$ cat config.mk
export PLATFORM = sky130hd
export DESIGN_NAME = core_glue_top
export DESIGN_NICKNAME = d
export VERILOG_FILES = /design/src/common/glue_pkg.sv /design/src/rtl/core_controls.sv /design/src/rtl/userport_router.sv /design/src/i2s/i2s_rate_gen.sv /design/src/i2s/i2s_serializer.sv /design/src/rtl/core_glue_top.sv
export SDC_FILE = /design/constraint.sdc
export NUM_CORES = 1
export LEC_CHECK = 0
export ABC_AREA = 1
export BUFFER_PORTS_ARGS = -buffer_cell sky130_fd_sc_hd__buf_4
export CAP_MARGIN = 15
export CORE_AREA = 2 2 121 123
export DETAILED_ROUTE_END_ITERATION = 16
export DIE_AREA = 0 0 123 125
export GPL_TIMING_DRIVEN = 0
export PLACE_DENSITY = 0.75
export RECOVER_POWER = 100
export SETUP_SLACK_MARGIN = 0.15
export SYNTH_ARGS = -nofsm -noshare
export SYNTH_HDL_FRONTEND = slang
export SYNTH_SLANG_ARGS = --single-unit
export TNS_END_PERCENT = 5
$ cat constraint.sdc
create_clock -name clk -period 3 [get_ports clk]
set_input_delay 0.3 -clock clk [delete_from_list [all_inputs] [get_ports clk]]
set_output_delay 0.3 -clock clk [all_outputs]
set_load 0.02 [all_outputs]
$ cat src/common/glue_pkg.sv
/* shared constants and types for the core glue block
   the design is fixed at a 125 MHz clock and 48 kHz 16-bit stereo I2S */
package glue_pkg;

	// clocking and audio rates
	localparam int unsigned sys_clk_hz = 125_000_000;
	localparam int unsigned i2s_sample_hz = 48_000;
	localparam int audio_dw = 16;
	// two channels, audio_dw bits each, two bit_ce per bck period
	localparam int unsigned i2s_step = i2s_sample_hz * 2 * audio_dw * 2;

	// reset sequencer
	localparam int reset_cnt_w = 16;
	typedef logic [reset_cnt_w-1:0] reset_count;
	localparam reset_count por_load = '1;
	localparam reset_count soft_load = 16'd4095;

	// menu status word and joysticks
	localparam int status_w = 64;
	localparam int joy_w = 11;

	typedef logic [status_w-1:0] status_word;
	typedef logic [joy_w-1:0] joy_state;
	typedef logic [15:0] joy_raw;
	typedef logic signed [audio_dw-1:0] audio_sample;
	typedef logic [4:0] i2s_bit_index;

	typedef enum logic [1:0] {
		sl_off,
		sl_25,
		sl_50,
		sl_75
	} scanline_mode;

	// status field positions
	// scanlines take two bits upward from st_scanlines_lo
	localparam int st_reset = 0;
	localparam int st_scanlines_lo = 3;
	localparam int st_blend = 5;
	localparam int st_joyswap = 6;
	localparam int st_userport = 7;
	localparam int st_invtape = 8;

endpackage

$ cat src/rtl/core_controls.sv
/* core reset sequencer, menu option decoding and joystick swap
   all outputs are registered, options lag the status word by one cycle */
`timescale 1ns/1ps

module core_controls (
	input  logic                     clk,
	input  logic                     pll_locked,
	input  glue_pkg::status_word     status,
	input  logic [1:0]               buttons,
	input  logic                     soft_reset_req,
	input  logic                     hard_reset_req,
	input  glue_pkg::joy_raw         joy0,
	input  glue_pkg::joy_raw         joy1,
	output logic                     core_reset,
	output glue_pkg::scanline_mode   scanlines,
	output logic                     blend,
	output logic                     userport,
	output logic                     invert_tape,
	output glue_pkg::joy_state       joy_left,
	output glue_pkg::joy_state       joy_right
);

	glue_pkg::reset_count reset_cnt;
	logic reset_req;
	logic joyswap;

	// any source restarts the short count
	assign reset_req = status[glue_pkg::st_reset] | buttons[1] |
		soft_reset_req | hard_reset_req;

	assign joyswap = status[glue_pkg::st_joyswap];

	// long count after power-up, short reload on a request
	always_ff @(posedge clk or negedge pll_locked) begin
		if (!pll_locked) begin
			reset_cnt <= glue_pkg::por_load;
			core_reset <= 1'b1;
		end else begin
			if (reset_req)
				reset_cnt <= glue_pkg::soft_load;
			else if (reset_cnt != '0)
				reset_cnt <= reset_cnt - 1'b1;
			core_reset <= (reset_cnt != '0);
		end
	end

	// option fields and joystick pair
	always_ff @(posedge clk or negedge pll_locked) begin
		if (!pll_locked) begin
			scanlines <= glue_pkg::sl_off;
			blend <= 1'b0;
			userport <= 1'b0;
			invert_tape <= 1'b0;
			joy_left <= '0;
			joy_right <= '0;
		end else begin
			scanlines <= glue_pkg::scanline_mode'(status[glue_pkg::st_scanlines_lo +: 2]);
			blend <= status[glue_pkg::st_blend];
			userport <= status[glue_pkg::st_userport];
			invert_tape <= status[glue_pkg::st_invtape];
			// joy1 is the left port unless swapped
			joy_left <= joyswap ? joy0[glue_pkg::joy_w-1:0] : joy1[glue_pkg::joy_w-1:0];
			joy_right <= joyswap ? joy1[glue_pkg::joy_w-1:0] : joy0[glue_pkg::joy_w-1:0];
		end
	end

endmodule

$ cat src/rtl/userport_router.sv
/* routes the serial receive pin to the core UART or the tape input
   uart_rx is asynchronous and passes a two-flop synchronizer first */
`timescale 1ns/1ps

module userport_router (
	input  logic clk,
	input  logic pll_locked,
	input  logic uart_rx,
	input  logic core_uart_tx,
	input  logic userport,
	input  logic invert_tape,
	output logic core_uart_rx,
	output logic uart_tx,
	output logic ear_in
);

	logic rx_meta;
	logic rx_sync;

	// idle line level is high
	always_ff @(posedge clk or negedge pll_locked) begin
		if (!pll_locked) begin
			rx_meta <= 1'b1;
			rx_sync <= 1'b1;
		end else begin
			rx_meta <= uart_rx;
			rx_sync <= rx_meta;
		end
	end

	// userport mode owns both pins, otherwise rx feeds the tape
	assign core_uart_rx = userport ? rx_sync : 1'b0;
	assign uart_tx = userport ? core_uart_tx : 1'b1;
	assign ear_in = userport ? 1'b0 : (rx_sync ^ invert_tape);

endmodule

$ cat src/i2s/i2s_rate_gen.sv
/* fractional bit clock enable for the I2S master
   pulses twice per bck period, spacing alternates between 40 and 41 clocks */
`timescale 1ns/1ps

module i2s_rate_gen (
	input  logic clk,
	input  logic pll_locked,
	output logic bit_ce
);

	logic [31:0] acc;
	logic [31:0] acc_next;

	assign acc_next = acc + glue_pkg::i2s_step;

	// phase wraps at the clock rate without losing the remainder
	always_ff @(posedge clk or negedge pll_locked) begin
		if (!pll_locked) begin
			acc <= '0;
			bit_ce <= 1'b0;
		end else if (acc_next >= glue_pkg::sys_clk_hz) begin
			acc <= acc_next - glue_pkg::sys_clk_hz;
			bit_ce <= 1'b1;
		end else begin
			acc <= acc_next;
			bit_ce <= 1'b0;
		end
	end

endmodule

$ cat src/i2s/i2s_serializer.sv
/* standard I2S shifter, MSB first with a one-bit delay after lrck
   the stereo pair is sampled once per frame when lrck falls */
`timescale 1ns/1ps

module i2s_serializer (
	input  logic                    clk,
	input  logic                    pll_locked,
	input  logic                    bit_ce,
	input  glue_pkg::audio_sample   left_chan,
	input  glue_pkg::audio_sample   right_chan,
	output logic                    i2s_bck,
	output logic                    i2s_lrck,
	output logic                    i2s_data
);

	glue_pkg::i2s_bit_index bit_cnt;
	glue_pkg::audio_sample left_q;
	glue_pkg::audio_sample right_q;
	logic [3:0] bit_sel;
	logic bck_fall;

	// bit 1 selects the MSB
	assign bit_sel = 4'(glue_pkg::audio_dw - bit_cnt);
	assign bck_fall = bit_ce & i2s_bck;

	always_ff @(posedge clk or negedge pll_locked) begin
		if (!pll_locked) begin
			bit_cnt <= 5'd1;
			i2s_bck <= 1'b1;
			i2s_lrck <= 1'b1;
			i2s_data <= 1'b1;
		end else begin
			if (bit_ce)
				i2s_bck <= ~i2s_bck;
			if (bck_fall) begin
				if (bit_cnt == glue_pkg::i2s_bit_index'(glue_pkg::audio_dw)) begin
					bit_cnt <= 5'd1;
					i2s_lrck <= ~i2s_lrck;
				end else begin
					bit_cnt <= bit_cnt + 5'd1;
				end
				// old lrck and index give the one-bit delay
				i2s_data <= i2s_lrck ? right_q[bit_sel] : left_q[bit_sel];
			end
		end
	end

	// latch both channels as lrck goes low
	always_ff @(posedge clk or negedge pll_locked) begin
		if (!pll_locked) begin
			left_q <= '0;
			right_q <= '0;
		end else if (bck_fall && i2s_lrck &&
			bit_cnt == glue_pkg::i2s_bit_index'(glue_pkg::audio_dw)) begin
			left_q <= left_chan;
			right_q <= right_chan;
		end
	end

endmodule

$ cat src/rtl/core_glue_top.sv
/* glue logic around the computer core: reset, options, userport and I2S
   single 125 MHz clock domain, uart_rx is the only asynchronous input */
`timescale 1ns/1ps

module core_glue_top (
	input  logic                     clk,
	input  logic                     pll_locked,
	input  glue_pkg::status_word     status,
	input  logic [1:0]               buttons,
	input  logic                     soft_reset_req,
	input  logic                     hard_reset_req,
	input  glue_pkg::joy_raw         joy0,
	input  glue_pkg::joy_raw         joy1,
	input  logic                     uart_rx,
	input  logic                     core_uart_tx,
	input  glue_pkg::audio_sample    left_chan,
	input  glue_pkg::audio_sample    right_chan,
	output logic                     core_reset,
	output glue_pkg::scanline_mode   scanlines,
	output logic                     blend,
	output glue_pkg::joy_state       joy_left,
	output glue_pkg::joy_state       joy_right,
	output logic                     core_uart_rx,
	output logic                     uart_tx,
	output logic                     ear_in,
	output logic                     i2s_bck,
	output logic                     i2s_lrck,
	output logic                     i2s_data
);

	// decoded option bits for the userport
	logic userport;
	logic invert_tape;

	// one-cycle bit clock enable
	logic bit_ce;

	core_controls controls_i (
		.clk            (clk),
		.pll_locked     (pll_locked),
		.status         (status),
		.buttons        (buttons),
		.soft_reset_req (soft_reset_req),
		.hard_reset_req (hard_reset_req),
		.joy0           (joy0),
		.joy1           (joy1),
		.core_reset     (core_reset),
		.scanlines      (scanlines),
		.blend          (blend),
		.userport       (userport),
		.invert_tape    (invert_tape),
		.joy_left       (joy_left),
		.joy_right      (joy_right)
	);

	userport_router router_i (
		.clk          (clk),
		.pll_locked   (pll_locked),
		.uart_rx      (uart_rx),
		.core_uart_tx (core_uart_tx),
		.userport     (userport),
		.invert_tape  (invert_tape),
		.core_uart_rx (core_uart_rx),
		.uart_tx      (uart_tx),
		.ear_in       (ear_in)
	);

	i2s_rate_gen rate_gen_i (
		.clk        (clk),
		.pll_locked (pll_locked),
		.bit_ce     (bit_ce)
	);

	i2s_serializer serializer_i (
		.clk        (clk),
		.pll_locked (pll_locked),
		.bit_ce     (bit_ce),
		.left_chan  (left_chan),
		.right_chan (right_chan),
		.i2s_bck    (i2s_bck),
		.i2s_lrck   (i2s_lrck),
		.i2s_data   (i2s_data)
	);

endmodule

==> results of run 1 <==
## final timing paths
path,to,slack [ns],cells after the start
max,serializer_i.left_q[13],0.33,12
max reg2reg,serializer_i.left_q[13],0.33,12
max in group asynchronous,router_i.rx_meta,0.49,4
min reg2reg,router_i.rx_sync,0.36,0
min in group asynchronous,serializer_i.right_q[5],0.95,2
min,controls_i.joy_right[10],0.1,3
## cells in the final DEF (no fill, tap or decap), types with 8 or more instances in the layout
cell type and instances:
clkbuf_1 43, inv_2 8, nor2_1 75, dfrtp_1 90, nand3_1 48, nand4_1 8, nor3_1 16, xor2_1 14
buf_4 64, nand2_1 207, clkbuf_16 17, dfstp_2 19, xnor2_1 9, inv_1 113, ha_1 8, o21ai_0 41
a21oi_1 41, nand2_2 15, mux2_2 22
## power groups by stage
stage | clock (uW) | sequential [uW] | combinational (uW)
after floorplan | 0 | 1650 | 60.4
after global placement | 0 | 1620 | 248
after detailed placement | 0 | 1620 | 258
after CTS | 2170 | 1600 | 267
after global routing | 2250 | 1600 | 261
final | 2150 | 1600 | 237
## cells by family after synthesis
kind of cell               count (synthesis)  synth area share [%]
AOI/OAI and AO/OA                         97                  8.39
xor gates and xnor gates                  23                  3.23
adders and majority gates                  8                  1.61
buffers and inverters                    141                  8.86
DFF                                      113                  45.8
muxes                                     23                  4.14
and+or+nand+nor                          395                  27.9
## Yosys cell counts, types with 8 or more instances
cell type  count  area share, %
nor2_1        75            4.5
nand2_1      205             12
mux2_2        22            4.0
o21ai_0       41            3.3
nand3_1       48            3.9
clkbuf_1      13           0.78
dfrtp_1       90             36
dfstp_2       23            9.7
nor3_1        16            1.3
xnor2_1        9            1.3
inv_2          8           0.48
nand2_2       17            1.7
inv_1        113            6.8
xor2_1        14            2.0
a21oi_1       41            3.3
nand4_1        8           0.80
ha_1           8            1.6
## sequential cells by signal (all words and copies together), names as in the netlist
register,cells
rate_gen_i.bit_ce,1
router_i.rx_sync,1
router_i.rx_meta,1
serializer_i.i2s_lrck,1
serializer_i.i2s_bck,1
controls_i.userport,1
serializer_i.i2s_data,1
serializer_i.bit_cnt,5
controls_i.scanlines,2
serializer_i.right_q,16
controls_i.core_reset,1
controls_i.joy_right,11
controls_i.reset_cnt,16
rate_gen_i.acc,26
controls_i.blend,1
controls_i.joy_left,11
controls_i.invert_tape,1
serializer_i.left_q,16
## critical path: stages (launching register included)
cell and delay (ns):
dfstp_1 0.71, clkinv_2 0.23, ha_1 0.24, inv_1 0.07, nor2_1 0.04, inv_1 0.08
nor3_1 0.06, inv_1 0.08, nor2_1 0.09, nand2_1 0.22, clkbuf_2 0.33, clkbuf_2 0.29
a21oi_1 0.12
## repair_timing
action,in CTS,in global routing
resized for setup,5,0
endpoints found under the setup margin,30,52
hold endpoints to repair,30,0
pin swaps,0,0
hold buffers,7,0
## cell type report
| type | instances | area [sq um] | area share [%] |
|---|---|---|---|
| buffer | 18 | 88.8 | 1.14 |
| clock buffer | 22 | 474 | 6.08 |
| clock inverter | 10 | 156 | 2.01 |
| inverter | 122 | 459 | 5.89 |
| multi-input combinational | 546 | 2820 | 36.1 |
| sequential | 113 | 2860 | 36.6 |
| tap | 184 | 230 | 2.95 |
| timing repair buffer | 107 | 717 | 9.19 |
## through the flow
step | TNS (ns) | cells | setup WS [ns]
after floorplan | 0 | 800 | 0.429
after global routing | 0 | 1122 | 0.0717
final | 0 | 1122 | 0.329
after global placement | -3.33 | 1082 | -0.237
after CTS | 0 | 1123 | 0.212
after detailed placement | -3.70 | 1084 | -0.261
## routing by layer
metal	track usage, %	part of all wire, %	vias up
met5	0	0	-
met4	7.62	2.1	0
met3	5.52	4.3	36
met2	33.1	50	122
met1	23.9	43	2569
li1	-	-	2781
==> impl_metrics.ini, run 1 <==
[pwr]
switching_share_pct = 21.4
power_density_nw_per_um2 = 511
irDropWorstVdd_mv = 0.414
clkPwrFrac_pct = 54.0
combPwrFrac_pct = 6.0
p_int_uw = 3130
seq_power_share_pct = 40.1
p_leak_uw = 0.00387
p_switching_uw = 853
power_uw = 3980

[routing]
vias = 5508
first_pass_iters = 5
viasPerCell = 4.91
drtAntennaViolNets = 0
wl_per_cell_um = 13.0
drt-initial-drc-count = 447
remaining_drc_errors = 0
drt-total-wl_mm = 14.5

[clocking]
clock_latency_ns = 0.42
root_buffer = clkbuf_16
cts_made_buffers = 17
path_clk_slew_ns = 0.05
tritoncts = built
postCtsSetupRepairBufs = 0
htree_levels = 4
clock_path_buffers = 2
cts_sinks = 113

[timing]
hold_viol = 0
rsz0062_at_grt = true
finalSetupViolCount = 0
period_needed_ns = 2.67
holdWs_ns = 0.0968
max_slew_margin_pct = -26.3
final_max_slew_viol_count = 35
fmax_mhz = 374
fin_skew_ns = 0.00853
period_share_pct = 89.0
worstMarginPinSlew_ns = 1.89

[critical_path]
cp-start-kind = flip-flop
worstPathMaxFanout = 10
rr_startpoint = serializer_i.bit_cnt[0]
required_ns = 3.29
worst_setup_path_end_kind = flip-flop
crit_start = serializer_i.bit_cnt[0]
path_class = reg -> reg
cp.arrival_ns = 2.96

[cells_and_area]
final_core_util_pct = 54.9
final_cell_area_sq_um = 7800
n_antenna_cell = 0
drive_gt1_share_pct = 20.3
synthToLayoutAreaGrowth_pct = 25.2
final_nets = 1069
n_fill_cell = 1330

[grt]
overflow = 0
grt_pass1_vias = 5423
track_usage_pct = 19.7
antenna_found_initial = 0
grt_max_degree = 43
grt_pass1_wl_mm = 24.3

[synth]
ys_ff_latch = 113
async_flop_share_pct = 100
syn-num-nets = 944
avgSynthCellArea_sq_um = 7.79
seq_area_frac_synth_pct = 45.8
syn_inst = 800
synth-edff-count = 0
synth_ff_type = dfrtp_1
syn-cell-area_sq_um = 6230
yosysWarnings = 0
ys_types = 37

[place]
io_buffers = 98
gp_congestion = 0.883
placed_area_sq_um = 7240
place_hpwl_mm = 10.6

[floorplan]
die_x_um = 123
rows = 44
coreArea_sq_um = 14200
die_h_um = 125
start_util_pct = 43.9
die_area_sq_um = 15400
ioPinCount = 168

[run]
drv_cap = 1

[outcome]
status = finished with violations
violations = max-capacitance violations, max-slew violations

[worst_hold_path]
worst_hold_path_type = in -> reg
min_from = joy1[10]
Note: power is estimated with default switching activity, not from simulation.
==> run 2: changes to the inputs <==
--- a/config.mk
+++ b/config.mk
@@ -8,14 +8,15 @@
 export ABC_AREA = 1
 export BUFFER_PORTS_ARGS = -buffer_cell sky130_fd_sc_hd__buf_4
 export CAP_MARGIN = 15
-export CORE_AREA = 2 2 121 123
+export CORE_AREA = 2 2 125 127
 export DETAILED_ROUTE_END_ITERATION = 16
-export DIE_AREA = 0 0 123 125
+export DIE_AREA = 0 0 127 129
 export GPL_TIMING_DRIVEN = 0
 export PLACE_DENSITY = 0.75
 export RECOVER_POWER = 100
 export SETUP_SLACK_MARGIN = 0.15
 export SYNTH_ARGS = -nofsm -noshare
 export SYNTH_HDL_FRONTEND = slang
+export SYNTH_HIERARCHICAL = 1
 export SYNTH_SLANG_ARGS = --single-unit
 export TNS_END_PERCENT = 5
==> impl_metrics.ini, run 2 <==
[clocking]
path_clk_slew_ns = 0.05
root_buffer = clkbuf_16
postCtsSetupRepairBufs = 0
cts_made_buffers = 17
clock_latency_ns = 0.42
cts_sinks = 113
tritoncts = built
htree_levels = 4
clock_path_buffers = 2

[timing]
period_share_pct = 87.9
fin_skew_ns = 0.00887
rsz0062_at_grt = false
hold_viol = 0
final_max_slew_viol_count = 35
max_slew_margin_pct = -22.9
finalSetupViolCount = 0
worstMarginPinSlew_ns = 1.84
period_needed_ns = 2.64
fmax_mhz = 379
tns_ns = 0

[synth]
yosysTopAreaCellShare_pct = 33.7
synth-edff-count = 0
synth.most_common_cell = nand2_1
yosysWarnings = 6
synth_top_cell_by_area = dfrtp_1
syn-cell-area_sq_um = 6680
syn_inst = 900
syn-num-nets = 1044
seq_area_frac_synth_pct = 42.8
async_flop_share_pct = 100
avgSynthCellArea_sq_um = 7.42
ys_types = 37
synth_ff_type = dfrtp_1
synthTopCellsByArea = dfrtp_1 34%, nand2_1 15%, dfstp_2 9.0%, inv_1 7.2%, nand3_1 6.6%
ys_ff_latch = 113
synthTopCellsByCount = 267 x nand2_1, 128 x inv_1, 104 x nor2_1

[cells_and_area]
largest_reg_flops = 26
layout_common_cells = 269 x nand2_1, 129 x inv_1, 106 x nor2_1
largest-register = rate_gen_i/acc
synthToLayoutAreaGrowth_pct = 21.7
drive_gt1_share_pct = 18.8
final_cell_area_sq_um = 8130
final_nets = 1169
final_common_cell = nand2_1
n_antenna_cell = 0
n_fill_cell = 1461

[grt]
antenna_found_initial = 0
overflow = 0
track_usage_pct = 20.1
grt_pass1_wl_mm = 26.4
grt_pass1_vias = 5713
grt_max_degree = 81

[routing]
first_pass_iters = 5
drt-initial-drc-count = 460
wl_per_cell_um = 12.5
drtAntennaViolNets = 0
viasPerCell = 4.82
remaining_drc_errors = 0
vias = 5907
drt-total-wl_mm = 15.3

[floorplan]
die_area_sq_um = 16400
die_h_um = 129
ioPinCount = 168
start_util_pct = 44.6
die_x_um = 127
coreArea_sq_um = 15000
rows = 45

[critical_path]
cp-start-kind = flip-flop
cp.arrival_ns = 2.92
path_class = reg -> reg
required_ns = 3.28
worst_setup_path_end_kind = flip-flop
worstPathMaxFanout = 10

[place]
place_hpwl_mm = 11.3
placed_area_sq_um = 7680
io_buffers = 98
gp_congestion = 0.855

[worst_hold_path]
worst_hold_path_type = in -> reg

[pwr]
p_leak_uw = 0.00419
power_density_nw_per_um2 = 478
irDropWorstVdd_mv = 0.443

[outcome]
status = finished with violations
violations = max-capacitance violations, max-slew violations

[run]
drv_cap = 1
[run 2: metal layers]
layer	GRT usage, %	up-vias	part of all wire [%]
met3	4.12	25	3.3
met5	0	-	0
met4	7.30	0	1.9
met2	34.9	119	50
li1	-	3038	-
met1	24.9	2725	45
[run 2: stage by stage]
step | total power, uW | util (%) | worst slack (ns) | std cells | hold WS (ns)
final | 3890 | 54.3 | 0.364 | 1225 | 0.0959
after global routing | 4030 | 54.3 | 0.114 | 1225 | 0.108
after CTS | 3960 | 55.8 | 0.405 | 1225 | 0.0864
after detailed placement | 1890 | 51.3 | 0.431 | 1187 | 0.215
after global placement | 1880 | 51.1 | 0.414 | 1186 | 0.347
after floorplan | 1720 | - | 0.874 | 900 | 0.00441
[run 2: area by class of cell]
type / instances / area [sq um] / area share, %
Timing Repair Buffer: 106 / 701 / 8.62
Sequential cell: 113 / 2860 / 35.1
Clock inverter: 9 / 131 / 1.62
Clock buffer: 22 / 474 / 5.83
Tap cell: 188 / 235 / 2.89
Multi-Input combinational cell: 630 / 3090 / 38.0
Inverter: 135 / 507 / 6.23
Buffer: 22 / 134 / 1.65
[run 2: path summary, 6_finish.rpt]
check / from / to / slack (ns) / depth (start not counted)
max: serializer_i/bit_cnt[0] / serializer_i/left_q[2] / 0.36 / 9
min: joy1[5] / controls_i/joy_right[5] / 0.1 / 3
max reg2reg: serializer_i/bit_cnt[0] / serializer_i/left_q[2] / 0.36 / 9
min reg2reg: router_i/rx_meta / router_i/rx_sync / 0.36 / 0
max in group asynchronous: pll_locked / controls_i/scanlines[1] / 0.59 / 3
min in group asynchronous: pll_locked / serializer_i/right_q[0] / 0.92 / 2
[run 2: cells by family (layout without fill, tap and decap cells)]
family / after synthesis / count (layout) / share of synthesized area, %
xor gates and xnor gates: 21 / 21 / 2.75
DFF: 113 / 113 / 42.8
muxes: 3 / 3 / 0.506
buffers and inverters: 157 / 294 / 9.93
adders and majority gates: 8 / 8 / 1.50
and+or+nand+nor: 519 / 519 / 34.9
AOI/OAI and AO/OA: 79 / 79 / 7.64
[run 2: critical path, cell delays in order, from the launching register on]
cell,delay (ns)
dfstp_1,0.38
inv_1,0.24
clkbuf_1,0.43
ha_1,0.35
nand4_4,0.12
nor2_1,0.33
nand2_4,0.15
clkbuf_1,0.24
nor2_1,0.18
a21oi_1,0.06
[run 2: power breakdown]
| group | switching, uW | internal [uW] | total (uW) |
|---|---|---|---|
| Sequential | 14.4 | 1580 | 1590 |
| Combinational | 146 | 103 | 249 |
| Clock | 683 | 1360 | 2040 |
[run 2: timing repair]
| item | 4_1_cts | 5_1_grt |
|---|---|---|
| hold buffers | 7 | 0 |
| endpoints found under the setup margin | 0 | 2 |
| hold endpoints to repair | 35 | 0 |
| resized for setup | 0 | 1 |
==> run 3: changes to the inputs <==
--- a/config.mk
+++ b/config.mk
@@ -8,9 +8,10 @@
 export ABC_AREA = 1
 export BUFFER_PORTS_ARGS = -buffer_cell sky130_fd_sc_hd__buf_4
 export CAP_MARGIN = 15
-export CORE_AREA = 2 2 125 127
+export CORE_AREA = 2 2 149 107
+export CTS_BUF_LIST = sky130_fd_sc_hd__clkbuf_8
 export DETAILED_ROUTE_END_ITERATION = 16
-export DIE_AREA = 0 0 127 129
+export DIE_AREA = 0 0 151 109
 export GPL_TIMING_DRIVEN = 0
 export PLACE_DENSITY = 0.75
 export RECOVER_POWER = 100
==> impl_metrics.ini, run 3 (synthesis results as in run 2) <==
[outcome]
status = finished, final reports clean

[clocking]
clock_path_buffers = 2
htree_levels = 4
root_buffer = clkbuf_8
clock_latency_ns = 0.43
cts_sinks = 113
path_clk_slew_ns = 0.08
postCtsSetupRepairBufs = 0
cts_made_buffers = 17
tritoncts = built

[critical_path]
path_class = reg -> reg
max_stage_delay_ns = 0.44
worstPathMaxFanout = 10
cp_cell_sequence = inv_1 > clkbuf_1 > ha_1 > nand4_4 > nor2_1 > nand2_4 > clkbuf_2 > buf_6 > a21oi_1
worst_setup_path_end_kind = flip-flop
cp.arrival_ns = 3.03
critPathSlowestCell = clkbuf_1
crit_family = buffers and inverters
cp_num_buf_inv = 4
cp-start-kind = flip-flop
required_ns = 3.34

[grt]
track_usage_pct = 20.2
overflow = 0
antenna_found_initial = 0
grt_pass1_vias = 5569
grt_max_degree = 60
grt_pass1_wl_mm = 26.2

[floorplan]
coreArea_sq_um = 15100
die_h_um = 109
start_util_pct = 44.2
die_x_um = 151
die_area_sq_um = 16500
rows = 38
ioPinCount = 168

[timing]
fin_skew_ns = 0.0153
fmax_mhz = 372
max_slew_margin_pct = 9.69
worstMarginPinSlew_ns = 1.35
hold_viol = 0
period_needed_ns = 2.69
tns_ns = 0
finalSetupViolCount = 0
period_share_pct = 89.7
final_max_slew_viol_count = 0
rsz0062_at_grt = false

[cells_and_area]
multi_input_area_sq_um = 3070
seqCellArea_sq_um = 2860
final_nets = 1169
largest_reg_flops = 26
synthToLayoutAreaGrowth_pct = 19.1
n_fill_cell = 1451
final_common_cell = nand2_1
layout_common_cells = 268 x nand2_1, 131 x inv_1, 106 x nor2_1
largest-register = rate_gen_i/acc
n_antenna_cell = 0
drive_gt1_share_pct = 18.3

[routing]
drt-total-wl_mm = 15.8
drt-met1-wl_mm = 7.86
viasPerCell = 4.83
drtAntennaViolNets = 0
drt-initial-drc-count = 385
wl_met2_mm = 6.81
remaining_drc_errors = 0
wl_met3_um = 964
vias = 5979
highest_layer = met4
first_pass_iters = 5
wl_per_cell_um = 12.7

[run]
drv_cap = 0

[pwr]
power_uw = 3420
power_density_nw_per_um2 = 430
irDropWorstVdd_mv = 0.292
p_leak_uw = 0.00412

[place]
gp_congestion = 0.842
place_hpwl_mm = 11.4
io_buffers = 98

[worst_hold_path]
worst_hold_path_type = in -> reg
## run 3: changes by cell type in the layout (fill, tap and decap cells not counted), sizes merged
| cell | before | now |
|---|---|---|
| clkbuf | 71 | 66 |
| clkinv | 3 | 5 |
| buf | 72 | 73 |
| bufinv | 3 | 4 |
| inv | 135 | 138 |
| clkinvlp | 3 | 2 |
## run 3: what timing repair did
action | CTS | global route
setup endpoints to repair | 0 | 1
hold buffers | 7 | 0
hold endpoints to repair | 50 | 0
resized for setup | 0 | 1
## run 3: report_power, final
| group | internal, uW | leakage (uW) | total [uW] | switching [uW] |
|---|---|---|---|---|
| logic | 101 | 0.00258 | 245 | 144 |
| registers | 1570 | 0.00132 | 1590 | 14.7 |
| clock network | 926 | 0.000218 | 1590 | 663 |
## run 3: metrics by stage
step                      setup WS [ns]  utilization [%]  hold slack [ns]  cell area (sq um)  cells
after floorplan                   0.874                -          0.00441               6680    900
final                             0.308             52.6           0.0894               7960   1238
after global routing             0.0917             52.6           0.0709               7960   1238
after global placement            0.473             50.7            0.347               7660   1198
after detailed placement          0.447             50.9            0.300               7700   1199
after CTS                         0.388             54.2           0.0612               8200   1238
## run 3: final timing paths
check                                   startpoint                        to  slack (ns)  cells after the start
setup / recovery           serializer_i/bit_cnt[0]   serializer_i/left_q[14]        0.31                      9
hold / removal                            joy1[10]  controls_i/joy_right[10]        0.09                      3
setup reg to reg           serializer_i/bit_cnt[0]   serializer_i/left_q[14]        0.31                      9
hold reg to reg                   router_i/rx_meta          router_i/rx_sync        0.36                      0
max in group asynchronous               pll_locked        rate_gen_i/acc[30]        0.72                      3
min in group asynchronous               pll_locked   controls_i/scanlines[1]        0.74                      2
## run 3: area by class of cell
cell class	count	share of cell area, %
timing repair buffer	106	8.77
clock buffer	18	3.11
tap	200	3.15
multi-input combinational	630	38.6
buffer	22	1.78
clock inverter	14	2.36
inverter	135	6.37
sequential	113	35.9
## run 3: per-layer routing
layer	global-route usage, %	up-vias
met3	4.06	11
li1	-	3029
met2	30.4	167
met1	29.5	2772
met5	0	-
met4	5.87	0
## run 3: tightest hold or removal path: cells and delay by family
kind                   cells  cell delay [ns]
AND/OR/NAND/NOR            1             0.04
AO/OA/AOI/OAI              1             0.06
buffers and inverters      1             0.08
